[config.mk]
export PLATFORM = sky130hd
export DESIGN_NAME = ntm_head_top
export DESIGN_NICKNAME = d
export VERILOG_FILES = /design/src/source/ntm_pkg.sv /design/src/source/ntm_mem_pkg.sv /design/src/source/ntm_head_top.sv /design/src/source/ntm_writing.sv /design/src/source/ntm_reading.sv /design/src/source/ntm_memory_arbiter.sv /design/src/source/ntm_memory.sv
export SDC_FILE = /design/constraint.sdc
export NUM_CORES = 2
export LEC_CHECK = 0
export BUFFER_PORTS_ARGS = -buffer_cell sky130_fd_sc_hd__buf_2
export CAP_MARGIN = 15
export CORE_UTILIZATION = 47
export CTS_CLUSTER_DIAMETER = 50
export CTS_CLUSTER_SIZE = 20
export DETAILED_ROUTE_END_ITERATION = 8
export SLEW_MARGIN = 20
export SYNTH_ARGS = -nofsm -noshare
export SYNTH_HDL_FRONTEND = slang
export SYNTH_SLANG_ARGS = --single-unit
export TNS_END_PERCENT = 20
[constraint.sdc]
create_clock -name CLK -period 54.2 [get_ports CLK]
set_input_delay 5.42 -clock CLK [delete_from_list [all_inputs] [get_ports CLK]]
set_output_delay 5.42 -clock CLK [all_outputs]
set_load 0.1 [all_outputs]
[src/source/ntm_pkg.sv]
`default_nettype none

package ntm_pkg;

  ////////////////////////////////////////////////////////////////////////////
  // Matrix shape
  ////////////////////////////////////////////////////////////////////////////

  // Bits per memory word
  localparam int DATA_W = 16;

  // Locations of M and words per location
  localparam int N_ROWS = 8;
  localparam int W_COLS = 4;

  // Index widths
  localparam int ROW_W = $clog2(N_ROWS);
  localparam int COL_W = $clog2(W_COLS);

  typedef logic [DATA_W-1:0] data_t;
  typedef logic [ROW_W-1:0]  row_idx_t;
  typedef logic [COL_W-1:0]  col_idx_t;

  // Last index of each loop
  localparam row_idx_t LAST_ROW = row_idx_t'(N_ROWS - 1);
  localparam col_idx_t LAST_COL = col_idx_t'(W_COLS - 1);

  ////////////////////////////////////////////////////////////////////////////
  // Head operands and control
  ////////////////////////////////////////////////////////////////////////////

  // Weighting w, one word per row
  typedef struct packed {
    data_t [N_ROWS-1:0] elem;
  } weight_t;

  // Add vector a, one word per column
  typedef struct packed {
    data_t [W_COLS-1:0] elem;
  } vector_t;

  // Shared by both heads, each uses a subset
  typedef enum logic [2:0] {
    HEAD_IDLE,
    HEAD_REQ,
    HEAD_WAIT,
    HEAD_ACC,
    HEAD_OUT,
    HEAD_WRITE,
    HEAD_DONE
  } head_state_e;

endpackage

`default_nettype wire
[src/source/ntm_mem_pkg.sv]
`default_nettype none

package ntm_mem_pkg;

  ////////////////////////////////////////////////////////////////////////////
  // Memory bus
  ////////////////////////////////////////////////////////////////////////////

  // Words in the array
  localparam int MEM_DEPTH = ntm_pkg::N_ROWS * ntm_pkg::W_COLS;

  // Row in the upper bits, column in the lower
  typedef struct packed {
    ntm_pkg::row_idx_t row;
    ntm_pkg::col_idx_t col;
  } mem_addr_t;

  // Head to memory
  typedef struct packed {
    logic           valid;
    logic           we;
    mem_addr_t      addr;
    ntm_pkg::data_t wdata;
  } mem_req_t;

  // Memory to head, one cycle after a granted read
  typedef struct packed {
    logic           rvalid;
    ntm_pkg::data_t rdata;
  } mem_rsp_t;

  // Which head holds the bus
  typedef enum logic [1:0] {
    GNT_NONE,
    GNT_READ,
    GNT_WRITE
  } grant_e;

endpackage

`default_nettype wire

[src/source/ntm_head_top.sv]
`default_nettype none

module ntm_head_top (
  input  wire logic             CLK,
  input  wire logic             RST,
  // Read head
  input  wire logic             read_start,
  input  wire ntm_pkg::weight_t read_weight,
  output logic                  read_ready,
  output ntm_pkg::data_t        r_out,
  output logic                  r_out_enable,
  // Write head
  input  wire logic             write_start,
  input  wire ntm_pkg::weight_t write_weight,
  input  wire ntm_pkg::vector_t write_add,
  output logic                  write_ready
);
  import ntm_mem_pkg::*;

  // Head side buses
  mem_req_t rd_req;
  mem_req_t wr_req;
  mem_rsp_t rd_rsp;
  mem_rsp_t wr_rsp;
  logic     rd_gnt;
  logic     wr_gnt;

  // Memory side bus
  mem_req_t mem_req;
  mem_rsp_t mem_rsp;

  ntm_reading reading (
    .CLK          (CLK),
    .RST          (RST),
    .start        (read_start),
    .weight       (read_weight),
    .ready        (read_ready),
    .mem_req      (rd_req),
    .gnt          (rd_gnt),
    .mem_rsp      (rd_rsp),
    .r_out        (r_out),
    .r_out_enable (r_out_enable)
  );

  ntm_writing writing (
    .CLK     (CLK),
    .RST     (RST),
    .start   (write_start),
    .weight  (write_weight),
    .add     (write_add),
    .ready   (write_ready),
    .mem_req (wr_req),
    .gnt     (wr_gnt),
    .mem_rsp (wr_rsp)
  );

  // One bus access per cycle, shared
  ntm_memory_arbiter arbiter (
    .CLK     (CLK),
    .RST     (RST),
    .rd_req  (rd_req),
    .wr_req  (wr_req),
    .rd_gnt  (rd_gnt),
    .wr_gnt  (wr_gnt),
    .rd_rsp  (rd_rsp),
    .wr_rsp  (wr_rsp),
    .mem_req (mem_req),
    .mem_rsp (mem_rsp)
  );

  ntm_memory memory (
    .CLK     (CLK),
    .RST     (RST),
    .mem_req (mem_req),
    .mem_rsp (mem_rsp)
  );

endmodule

`default_nettype wire

[src/source/ntm_writing.sv]
`default_nettype none

module ntm_writing (
  input  wire logic                  CLK,
  input  wire logic                  RST,
  input  wire logic                  start,
  input  wire ntm_pkg::weight_t      weight,
  input  wire ntm_pkg::vector_t      add,
  output logic                       ready,
  output ntm_mem_pkg::mem_req_t      mem_req,
  input  wire logic                  gnt,
  input  wire ntm_mem_pkg::mem_rsp_t mem_rsp
);
  import ntm_pkg::*;
  import ntm_mem_pkg::*;

  // M[j][k] <= M[j][k] + w[j] * a[k]

  // Control
  head_state_e state_q;
  row_idx_t    row_q;
  col_idx_t    col_q;

  // Data path
  weight_t w_q;
  vector_t a_q;
  data_t   upd_q;
  data_t   upd_next;

  // Old word plus weighted add term, wraps at 16 bits
  assign upd_next = mem_rsp.rdata + w_q.elem[row_q] * a_q.elem[col_q];

  ////////////////////////////////////////////////////////////////////////////
  // FSM
  ////////////////////////////////////////////////////////////////////////////

  always_ff @(posedge CLK or posedge RST) begin
    if (RST) begin
      state_q <= HEAD_IDLE;
      row_q   <= '0;
      col_q   <= '0;
      ready   <= 1'b0;
    end else begin
      ready <= 1'b0;
      case (state_q)
        HEAD_IDLE: begin
          if (start) begin
            row_q   <= '0;
            col_q   <= '0;
            state_q <= HEAD_REQ;
          end
        end
        // Fetch old word
        HEAD_REQ: begin
          if (gnt) begin
            state_q <= HEAD_WAIT;
          end
        end
        HEAD_WAIT: begin
          if (mem_rsp.rvalid) begin
            state_q <= HEAD_WRITE;
          end
        end
        // Write back, then step column first, row second
        HEAD_WRITE: begin
          if (gnt) begin
            if (row_q == LAST_ROW && col_q == LAST_COL) begin
              ready   <= 1'b1;
              state_q <= HEAD_DONE;
            end else begin
              if (col_q == LAST_COL) begin
                col_q <= '0;
                row_q <= row_q + 1'b1;
              end else begin
                col_q <= col_q + 1'b1;
              end
              state_q <= HEAD_REQ;
            end
          end
        end
        HEAD_DONE: state_q <= HEAD_IDLE;
        default:   state_q <= HEAD_IDLE;
      endcase
    end
  end

  // Operand capture and updated word
  always_ff @(posedge CLK) begin
    if (state_q == HEAD_IDLE && start) begin
      w_q <= weight;
      a_q <= add;
    end
    if (state_q == HEAD_WAIT && mem_rsp.rvalid) begin
      upd_q <= upd_next;
    end
  end

  // Read in HEAD_REQ, write in HEAD_WRITE, same address
  always_comb begin
    mem_req          = '0;
    mem_req.valid    = (state_q == HEAD_REQ) || (state_q == HEAD_WRITE);
    mem_req.we       = (state_q == HEAD_WRITE);
    mem_req.addr.row = row_q;
    mem_req.addr.col = col_q;
    mem_req.wdata    = upd_q;
  end

  // Write-back follows the granted read of that word and its response
  assert property (@(posedge CLK) disable iff (RST)
    $rose(mem_req.valid && mem_req.we) |->
      $past(mem_rsp.rvalid) &&
      $past(gnt && mem_req.valid && !mem_req.we, 2) &&
      ($past(mem_req.addr, 2) == mem_req.addr));

endmodule

`default_nettype wire

[src/source/ntm_reading.sv]
`default_nettype none

module ntm_reading (
  input  wire logic                  CLK,
  input  wire logic                  RST,
  input  wire logic                  start,
  input  wire ntm_pkg::weight_t      weight,
  output logic                       ready,
  output ntm_mem_pkg::mem_req_t      mem_req,
  input  wire logic                  gnt,
  input  wire ntm_mem_pkg::mem_rsp_t mem_rsp,
  output ntm_pkg::data_t             r_out,
  output logic                       r_out_enable
);
  import ntm_pkg::*;
  import ntm_mem_pkg::*;

  // r[k] = sum over j of w[j] * M[j][k]

  // Control
  head_state_e state_q;
  row_idx_t    row_q;
  col_idx_t    col_q;

  // Data path
  weight_t w_q;
  data_t   word_q;
  data_t   acc_q;
  data_t   acc_next;

  // Product and sum both wrap at 16 bits
  assign acc_next = acc_q + w_q.elem[row_q] * word_q;

  ////////////////////////////////////////////////////////////////////////////
  // FSM
  ////////////////////////////////////////////////////////////////////////////

  always_ff @(posedge CLK or posedge RST) begin
    if (RST) begin
      state_q      <= HEAD_IDLE;
      row_q        <= '0;
      col_q        <= '0;
      ready        <= 1'b0;
      r_out_enable <= 1'b0;
    end else begin
      // Strobes last one cycle
      ready        <= 1'b0;
      r_out_enable <= 1'b0;
      case (state_q)
        HEAD_IDLE: begin
          if (start) begin
            row_q   <= '0;
            col_q   <= '0;
            state_q <= HEAD_REQ;
          end
        end
        // Request held until granted
        HEAD_REQ: begin
          if (gnt) begin
            state_q <= HEAD_WAIT;
          end
        end
        HEAD_WAIT: begin
          if (mem_rsp.rvalid) begin
            state_q <= HEAD_ACC;
          end
        end
        HEAD_ACC: begin
          if (row_q == LAST_ROW) begin
            // Column sum complete
            r_out_enable <= 1'b1;
            state_q      <= HEAD_OUT;
          end else begin
            row_q   <= row_q + 1'b1;
            state_q <= HEAD_REQ;
          end
        end
        HEAD_OUT: begin
          row_q <= '0;
          if (col_q == LAST_COL) begin
            ready   <= 1'b1;
            state_q <= HEAD_DONE;
          end else begin
            col_q   <= col_q + 1'b1;
            state_q <= HEAD_REQ;
          end
        end
        // Ready pulse cycle
        HEAD_DONE: state_q <= HEAD_IDLE;
        default:   state_q <= HEAD_IDLE;
      endcase
    end
  end

  ////////////////////////////////////////////////////////////////////////////
  // Operands and accumulator
  ////////////////////////////////////////////////////////////////////////////

  always_ff @(posedge CLK) begin
    if (state_q == HEAD_IDLE && start) begin
      w_q   <= weight;
      acc_q <= '0;
    end
    if (state_q == HEAD_WAIT && mem_rsp.rvalid) begin
      word_q <= mem_rsp.rdata;
    end
    if (state_q == HEAD_ACC) begin
      if (row_q == LAST_ROW) begin
        // Present the sum, restart for next column
        r_out <= acc_next;
        acc_q <= '0;
      end else begin
        acc_q <= acc_next;
      end
    end
  end

  // Read-only bus access to M[row][col]
  always_comb begin
    mem_req          = '0;
    mem_req.valid    = (state_q == HEAD_REQ);
    mem_req.addr.row = row_q;
    mem_req.addr.col = col_q;
  end

  // No output strobe from an idle head
  assert property (@(posedge CLK) disable iff (RST)
    r_out_enable |-> (state_q != HEAD_IDLE));

endmodule

`default_nettype wire

[src/source/ntm_memory_arbiter.sv]
`default_nettype none

module ntm_memory_arbiter (
  input  wire logic                  CLK,
  input  wire logic                  RST,
  input  wire ntm_mem_pkg::mem_req_t rd_req,
  input  wire ntm_mem_pkg::mem_req_t wr_req,
  output logic                       rd_gnt,
  output logic                       wr_gnt,
  output ntm_mem_pkg::mem_rsp_t      rd_rsp,
  output ntm_mem_pkg::mem_rsp_t      wr_rsp,
  output ntm_mem_pkg::mem_req_t      mem_req,
  input  wire ntm_mem_pkg::mem_rsp_t mem_rsp
);
  import ntm_mem_pkg::*;

  // Current winner
  grant_e gnt;
  // Head served most recently
  grant_e last_q;
  // Head waiting on the read in flight
  grant_e owner_q;

  ////////////////////////////////////////////////////////////////////////////
  // Round-robin choice
  ////////////////////////////////////////////////////////////////////////////

  always_comb begin
    gnt = GNT_NONE;
    if (rd_req.valid && wr_req.valid) begin
      // Contention goes to the head not served last
      gnt = (last_q == GNT_READ) ? GNT_WRITE : GNT_READ;
    end else if (rd_req.valid) begin
      gnt = GNT_READ;
    end else if (wr_req.valid) begin
      gnt = GNT_WRITE;
    end
  end

  assign rd_gnt = (gnt == GNT_READ);
  assign wr_gnt = (gnt == GNT_WRITE);

  // Winning request to the memory or an idle bus
  always_comb begin
    case (gnt)
      GNT_READ:  mem_req = rd_req;
      GNT_WRITE: mem_req = wr_req;
      default:   mem_req = '0;
    endcase
  end

  always_ff @(posedge CLK or posedge RST) begin
    if (RST) begin
      last_q  <= GNT_NONE;
      owner_q <= GNT_NONE;
    end else begin
      if (gnt != GNT_NONE) begin
        last_q <= gnt;
      end
      // Only reads produce a response
      owner_q <= (mem_req.valid && !mem_req.we) ? gnt : GNT_NONE;
    end
  end

  ////////////////////////////////////////////////////////////////////////////
  // Response steering
  ////////////////////////////////////////////////////////////////////////////

  always_comb begin
    rd_rsp        = mem_rsp;
    wr_rsp        = mem_rsp;
    rd_rsp.rvalid = mem_rsp.rvalid && (owner_q == GNT_READ);
    wr_rsp.rvalid = mem_rsp.rvalid && (owner_q == GNT_WRITE);
  end

  // Grants are exclusive
  assert property (@(posedge CLK) disable iff (RST) !(rd_gnt && wr_gnt));

  // No grant without a pending request
  assert property (@(posedge CLK) disable iff (RST)
    (rd_gnt |-> rd_req.valid) and (wr_gnt |-> wr_req.valid));

endmodule

`default_nettype wire

[src/source/ntm_memory.sv]
`default_nettype none

module ntm_memory (
  input  wire logic                  CLK,
  input  wire logic                  RST,
  input  wire ntm_mem_pkg::mem_req_t mem_req,
  output ntm_mem_pkg::mem_rsp_t      mem_rsp
);
  import ntm_pkg::*;
  import ntm_mem_pkg::*;

  // Word array indexed by {row, col}
  data_t mem_q [MEM_DEPTH];

  // Read port register
  data_t rdata_q;
  logic  rvalid_q;

  logic  wr_en;
  logic  rd_en;

  assign wr_en = mem_req.valid & mem_req.we;
  assign rd_en = mem_req.valid & ~mem_req.we;

  // Array and response flag, whole matrix clears to zero
  always_ff @(posedge CLK or posedge RST) begin
    if (RST) begin
      for (int i = 0; i < MEM_DEPTH; i++) begin
        mem_q[i] <= '0;
      end
      rvalid_q <= 1'b0;
    end else begin
      if (wr_en) begin
        mem_q[mem_req.addr] <= mem_req.wdata;
      end
      rvalid_q <= rd_en;
    end
  end

  // Read data, one cycle latency
  always_ff @(posedge CLK) begin
    if (rd_en) begin
      rdata_q <= mem_q[mem_req.addr];
    end
  end

  assign mem_rsp.rvalid = rvalid_q;
  assign mem_rsp.rdata  = rdata_q;

  // Response only answers a read on the bus one cycle before
  assert property (@(posedge CLK) disable iff (RST)
    mem_rsp.rvalid |-> $past(mem_req.valid && !mem_req.we));

endmodule

`default_nettype wire

After elaboration in Yosys (flattened, before gate mapping)
Cells that the tools add are included.
- input port bits: 324
- logic and storage cells: 195
- output and inout port bits: 19
- bits in registers: 936
- equality and inequality tests: 27
- $lt $le $gt $ge: 5
- add/subtract/negate cells: 6
- muxes and demuxes: 56
- bitwise operators: 4
- reductions and logical operators: 26
- multiply operators: 2
- operators by type and width (operator ; count):
    bitwise mux 512 bit ; 1
    two-way mux 16 bit ; 9
    binary-select mux 16 bit (select 3 bit) ; 2
    binary-select mux 16 bit (select 5 bit) ; 1
    demux 16 bit (select 5 bit) ; 1
    two-way mux 3 bit ; 16
    case mux 23 bit (2 select lines) ; 1
    adder 16 bit ; 2
    binary-select mux 16 bit (select 2 bit) ; 1
    multiplier 16 x 16 -> 16 bit ; 2
    two-way mux 2 bit ; 11
    inequality test 2 bit, second input constant ; 8
    case mux 3 bit (5 select lines) ; 1
    == test 3 bit, second input constant ; 4
    case mux 3 bit (4 select lines) ; 1
    logical AND 1 bit ; 10
    == test 3 x 2 -> 1 bit, second input constant ; 3
    case mux 3 bit (3 select lines) ; 1
    AND reduction 3 bit ; 3
    == test 2 bit, second input constant ; 4
    less-than comparator 3 x 4 -> 1 bit, second input constant ; 2
    case mux 2 bit (2 select lines) ; 2
    AND reduction 4 bit ; 2
    nonzero test 2 bit ; 4
    other kinds (19) ; 34

Logic depth before layout (Yosys ltp)
- depth in word-level cells: 13
- gate-level depth with buffers: 29
- gate-level depth less buffers: 25

By module
From an unflattened synthesis, not the netlist that was laid out.
- cell total of the unflattened synthesis: 3501
- area, all modules: 48612.9 µm²
- by module, submodules not included (module ; sequential area each (µm²) ; instances ; cells each ; area each (µm²)):
    ntm_memory ; 13317.8 ; 1 ; 1691 ; 23989.3
    ntm_writing ; 6471.2 ; 1 ; 874 ; 12522.0
    ntm_reading ; 5535.3 ; 1 ; 859 ; 11423.5
    ntm_memory_arbiter ; 100.1 ; 1 ; 77 ; 678.2

Least setup slack after synthesis
OpenSTA, ideal clock, no wires.
- kind: input port to flip-flop
- start point: input write_start
- end point: register writing.a_q[0] (netlist name) (enable)
- setup time: 1280 ps
- arrival: 24629 ps
- path buffers: 0
- cell stages on the path: 1
- slack: 28291 ps
- cell sequence: nor4b_1
- longest elaborated chain between the ends: 1
- ends and longest elaborated chain (item ; line ; text):
    from (decl) ; ntm_head_top.sv:13 ; input wire logic write_start,
    logical AND 1 bit ; ntm_writing.sv:89 ; if (state_q == HEAD_IDLE && start) begin
    to (signal assigned) ; ntm_writing.sv:91 ; a_q <= add;
    to (decl) ; ntm_writing.sv:26 ; vector_t a_q;
Every way passes these cells.
A chain may end at the register's enable or synchronous reset.

==> impl_metrics.toml <==
[setup_path]
critPathBufInv = 5
setup.worst_path.start_class = "input pin"
cp_cell_sequence = "buf_2, inv_8, buf_4, buf_4, buf_12"
critPathRequiredTime_ns = 54.92
critical-path-slowest-cell = "buf_4"
arrival_ns = 8.74
cp_slowest_stage_delay_ns = 0.86
worstSetupEndpointType = "async pin"
cp_top_family = "buffers and inverters"
crit_type = "input pin to async pin"
critPathMaxFanout = 140
crit_top_cell = "buf_4"

[sta]
drv_slew = 0
rsz0062_at_grt = "no"
hold_violations = 0
finClkSkew_ns = 0.03373
worst_pin_slew_ns = 1.128
setup_viol = 0
totalNegativeSetupSlack_ns = 0
finalCritPeriodShare_pct = 14.79
fmax_mhz = 124.8
max_slew_margin_pct = 24.65
final.min_clock_period_ns = 8.015

[detailed_routing]
wl_met1_microns = 51790
postRouteAntennaNets = 0
wl_met3_microns = 7336
vias = 29749
routed-wl-met2_microns = 58080
avgRoutedWirePerCell_microns = 21.67
wirelength_microns = 119900
drtIter0Drc = 2361
drt-pass1-iter-count = 7
top_layer = "met5"
drc_errors = 0
vias_per_cell = 5.378

[die]
io_pins = 343
initial_core_util_pct = 47.36
rows = 115
fp.dieH_microns = 316.7
coreArea_sq_mm = 0.09828
die_x_microns = 316.7
fp.dieArea_sq_mm = 0.1003

[logic_synthesis]
synth-edff-count = 400
postSynthAreaPerCell_sq_um = 12.01
syn_area_sq_mm = 0.04654
synth_top_area_cell = "dfrtp_1"
seq_area_frac_synth_pct = 54.63
yosysWarnings = 0
syn_inst = 3876
yosysTopAreaCellShare_pct = 28.82
yosysUniqueCellTypes = 72
ys_seq_elements = 936
synth_flop_cell = "dfrtp_1"
async_flop_share_pct = 57.26
yosys-top-cells-area = "dfrtp_1, edfxtp_1, mux4_2, fa_1, nand2_1"
syn-num-nets = 4498

[cts]
cts.sinks = 936
clockBufferDepth = 3
cts_resized = 0
clk_latency_ns = 0.71
postCtsHoldBufs = 0
cts_tree = "yes"
cts_made_buffers = 111
clock_tree.root_cell = "clkbuf_16"
clk_pin_slew_worst_paths_ns = 0.06
cts_setup_buffers = 0
cts.htree.levels = 3

[global_route]
grt_max_degree = 193
first_global_vias = 29798
grt_overflow_total = 0
track_usage_pct = 24.13
grt_antenna_before_repair = 8
grt_pass1_wl_microns = 181300

[power]
p_leak_nw = 22.92
powerDensity_mw_per_mm2 = 28.50
ir_drop_mv = 0.02376

[finish]
fin_cells = 5532
layout_common_cells = "nand2_1, dfrtp_1, o21ai_0"
drive_above_1_share_pct = 20.24
area_growth_pct = 14.22
nNetsFinal = 4764
utilization_pct = 54.09
final_common_cell = "nand2_1"

[run]
maxCapViolCount = 0

[placed_design]
portBuffers = 342
hpwl_microns = 81030
place_inst = 5316
gp_congestion = 0.8314

[run_status]
status = "completed"

[worst_hold_path]
hold_path_class = "register to register"
[worst paths after layout]
path | endpoint | cells after the start | start | slack (ns)
min in group asynchronous | memory.mem_q[133]$_DFFE_PP0P_ | 2 | RST | 4.89
hold reg to reg | reading.word_q[7]$_DFFE_PP_ | 0 | memory.rdata_q[7]$_DFFE_PP_ | 0.45
setup reg to reg | reading.acc_q[15]$_SDFFCE_PN0P_ | 22 | reading.row_q[1]$_DFFE_PP0P_ | 46.99
hold / removal | reading.word_q[7]$_DFFE_PP_ | 0 | memory.rdata_q[7]$_DFFE_PP_ | 0.45
setup / recovery | memory.mem_q[494]$_DFFE_PP0P_ | 5 | RST | 46.19
max in group CLK | reading.acc_q[15]$_SDFFCE_PN0P_ | 22 | reading.row_q[1]$_DFFE_PP0P_ | 46.99
[metrics by stage]
step | total power [mW] | cell area (sq um) | hold slack (ns) | setup WS [ns]
2_1_floorplan | 0.7595 | 46540 | 0.4264 | 28.29
3_3_place_gp | 0.7729 | 49290 | 0.4396 | 45.40
3_5_place_dp | 0.7732 | 49310 | 0.4418 | 45.41
4_1_cts | 1.530 | 53080 | 0.4542 | 46.13
5_1_grt | 1.559 | 53150 | 0.4729 | 45.68
6_report | 1.515 | 53150 | 0.4517 | 46.19
[where the power goes]
part | total, mW | switching, mW | internal, mW
logic | 0.0196 | 0.0112 | 0.00837
clock network | 0.756 | 0.325 | 0.431
registers | 0.739 | 0 | 0.739
[worst reg2reg max path, stage by stage (launching register included)]
cell and delay, ns:
dfrtp_2 0.48, buf_4 0.58, mux4_2 0.62, mux2_2 0.38
and2_1 0.22, fa_1 0.55, inv_1 0.05, fa_1 0.39
fa_1 0.54, inv_1 0.05, fa_1 0.53, inv_1 0.05
fa_1 0.45, fa_1 0.41, xnor2_1 0.20, xnor2_1 0.16
xnor2_1 0.15, xnor2_1 0.15, xnor2_1 0.14, xnor3_1 0.27
xnor2_1 0.29, xnor2_1 0.12, and2_1 0.16
[final cells by class]
type | instances | area, sq um
tap | 1287 | 1610
fill | 8482 | 45120
antenna | 6 | 15.01
sequential | 936 | 25430
clock inverter | 82 | 838.3
inverter | 314 | 1186
clock buffer | 128 | 2932
multi-input combinational | 2380 | 18980
timing repair buffer | 399 | 2165
[cells in the mapped netlist, drive strengths merged (8+ instances only)]
| cell | n |
|---|---|
| nand2 | 860 |
| dfrtp | 536 |
| o21ai | 535 |
| edfxtp | 400 |
| inv | 313 |
| fa | 188 |
| clkbuf | 185 |
| mux4 | 181 |
| ha | 110 |
| and2 | 74 |
| xnor2 | 71 |
| buf | 61 |
| a22oi | 57 |
| nor2 | 37 |
| nand3 | 29 |
| a21oi | 28 |
| nor2b | 25 |
| mux2 | 21 |
| nand2b | 16 |
| mux2i | 14 |
| and3 | 13 |
| a31oi | 11 |
| a311oi | 10 |
| nand4 | 10 |
| nor3 | 9 |
| o21a | 9 |
| a22o | 8 |
| xor2 | 8 |
[per-layer routing]
| layer | track usage, % | vias up |
|---|---|---|
| li1 | - | 13828 |
| met1 | 33.32 | 15021 |
| met2 | 38.91 | 728 |
| met3 | 4.742 | 168 |
| met4 | 6.949 | 4 |
| met5 | 0 | - |
[state kept, by name, indices dropped and copies added (netlist names), 3 cells and up]
name,flops
memory.mem_q,512
reading.w_q,128
writing.w_q,128
writing.a_q,64
memory.rdata_q,16
reading.acc_q,16
reading.r_out,16
reading.word_q,16
writing.upd_q,16
reading.row_q,3
reading.state_q,3
writing.row_q,3
writing.state_q,3
[kinds of logic (layout without fill, tap and decap cells)]
group / after synthesis / after routing / synth area share (%)
adder cells (fa/ha/maj): 298 / 298 / 11.04
other: 0 / 6 / 0
flip-flops: 936 / 936 / 54.63
AO/OA/AOI/OAI: 692 / 692 / 8.294
multiplexers: 216 / 216 / 9.617
XOR/XNOR: 81 / 81 / 1.584
AND/OR/NAND/NOR: 1093 / 1093 / 9.958
buffers and inverters: 560 / 923 / 4.872
Note: power is estimated with default switching activity, not from simulation.
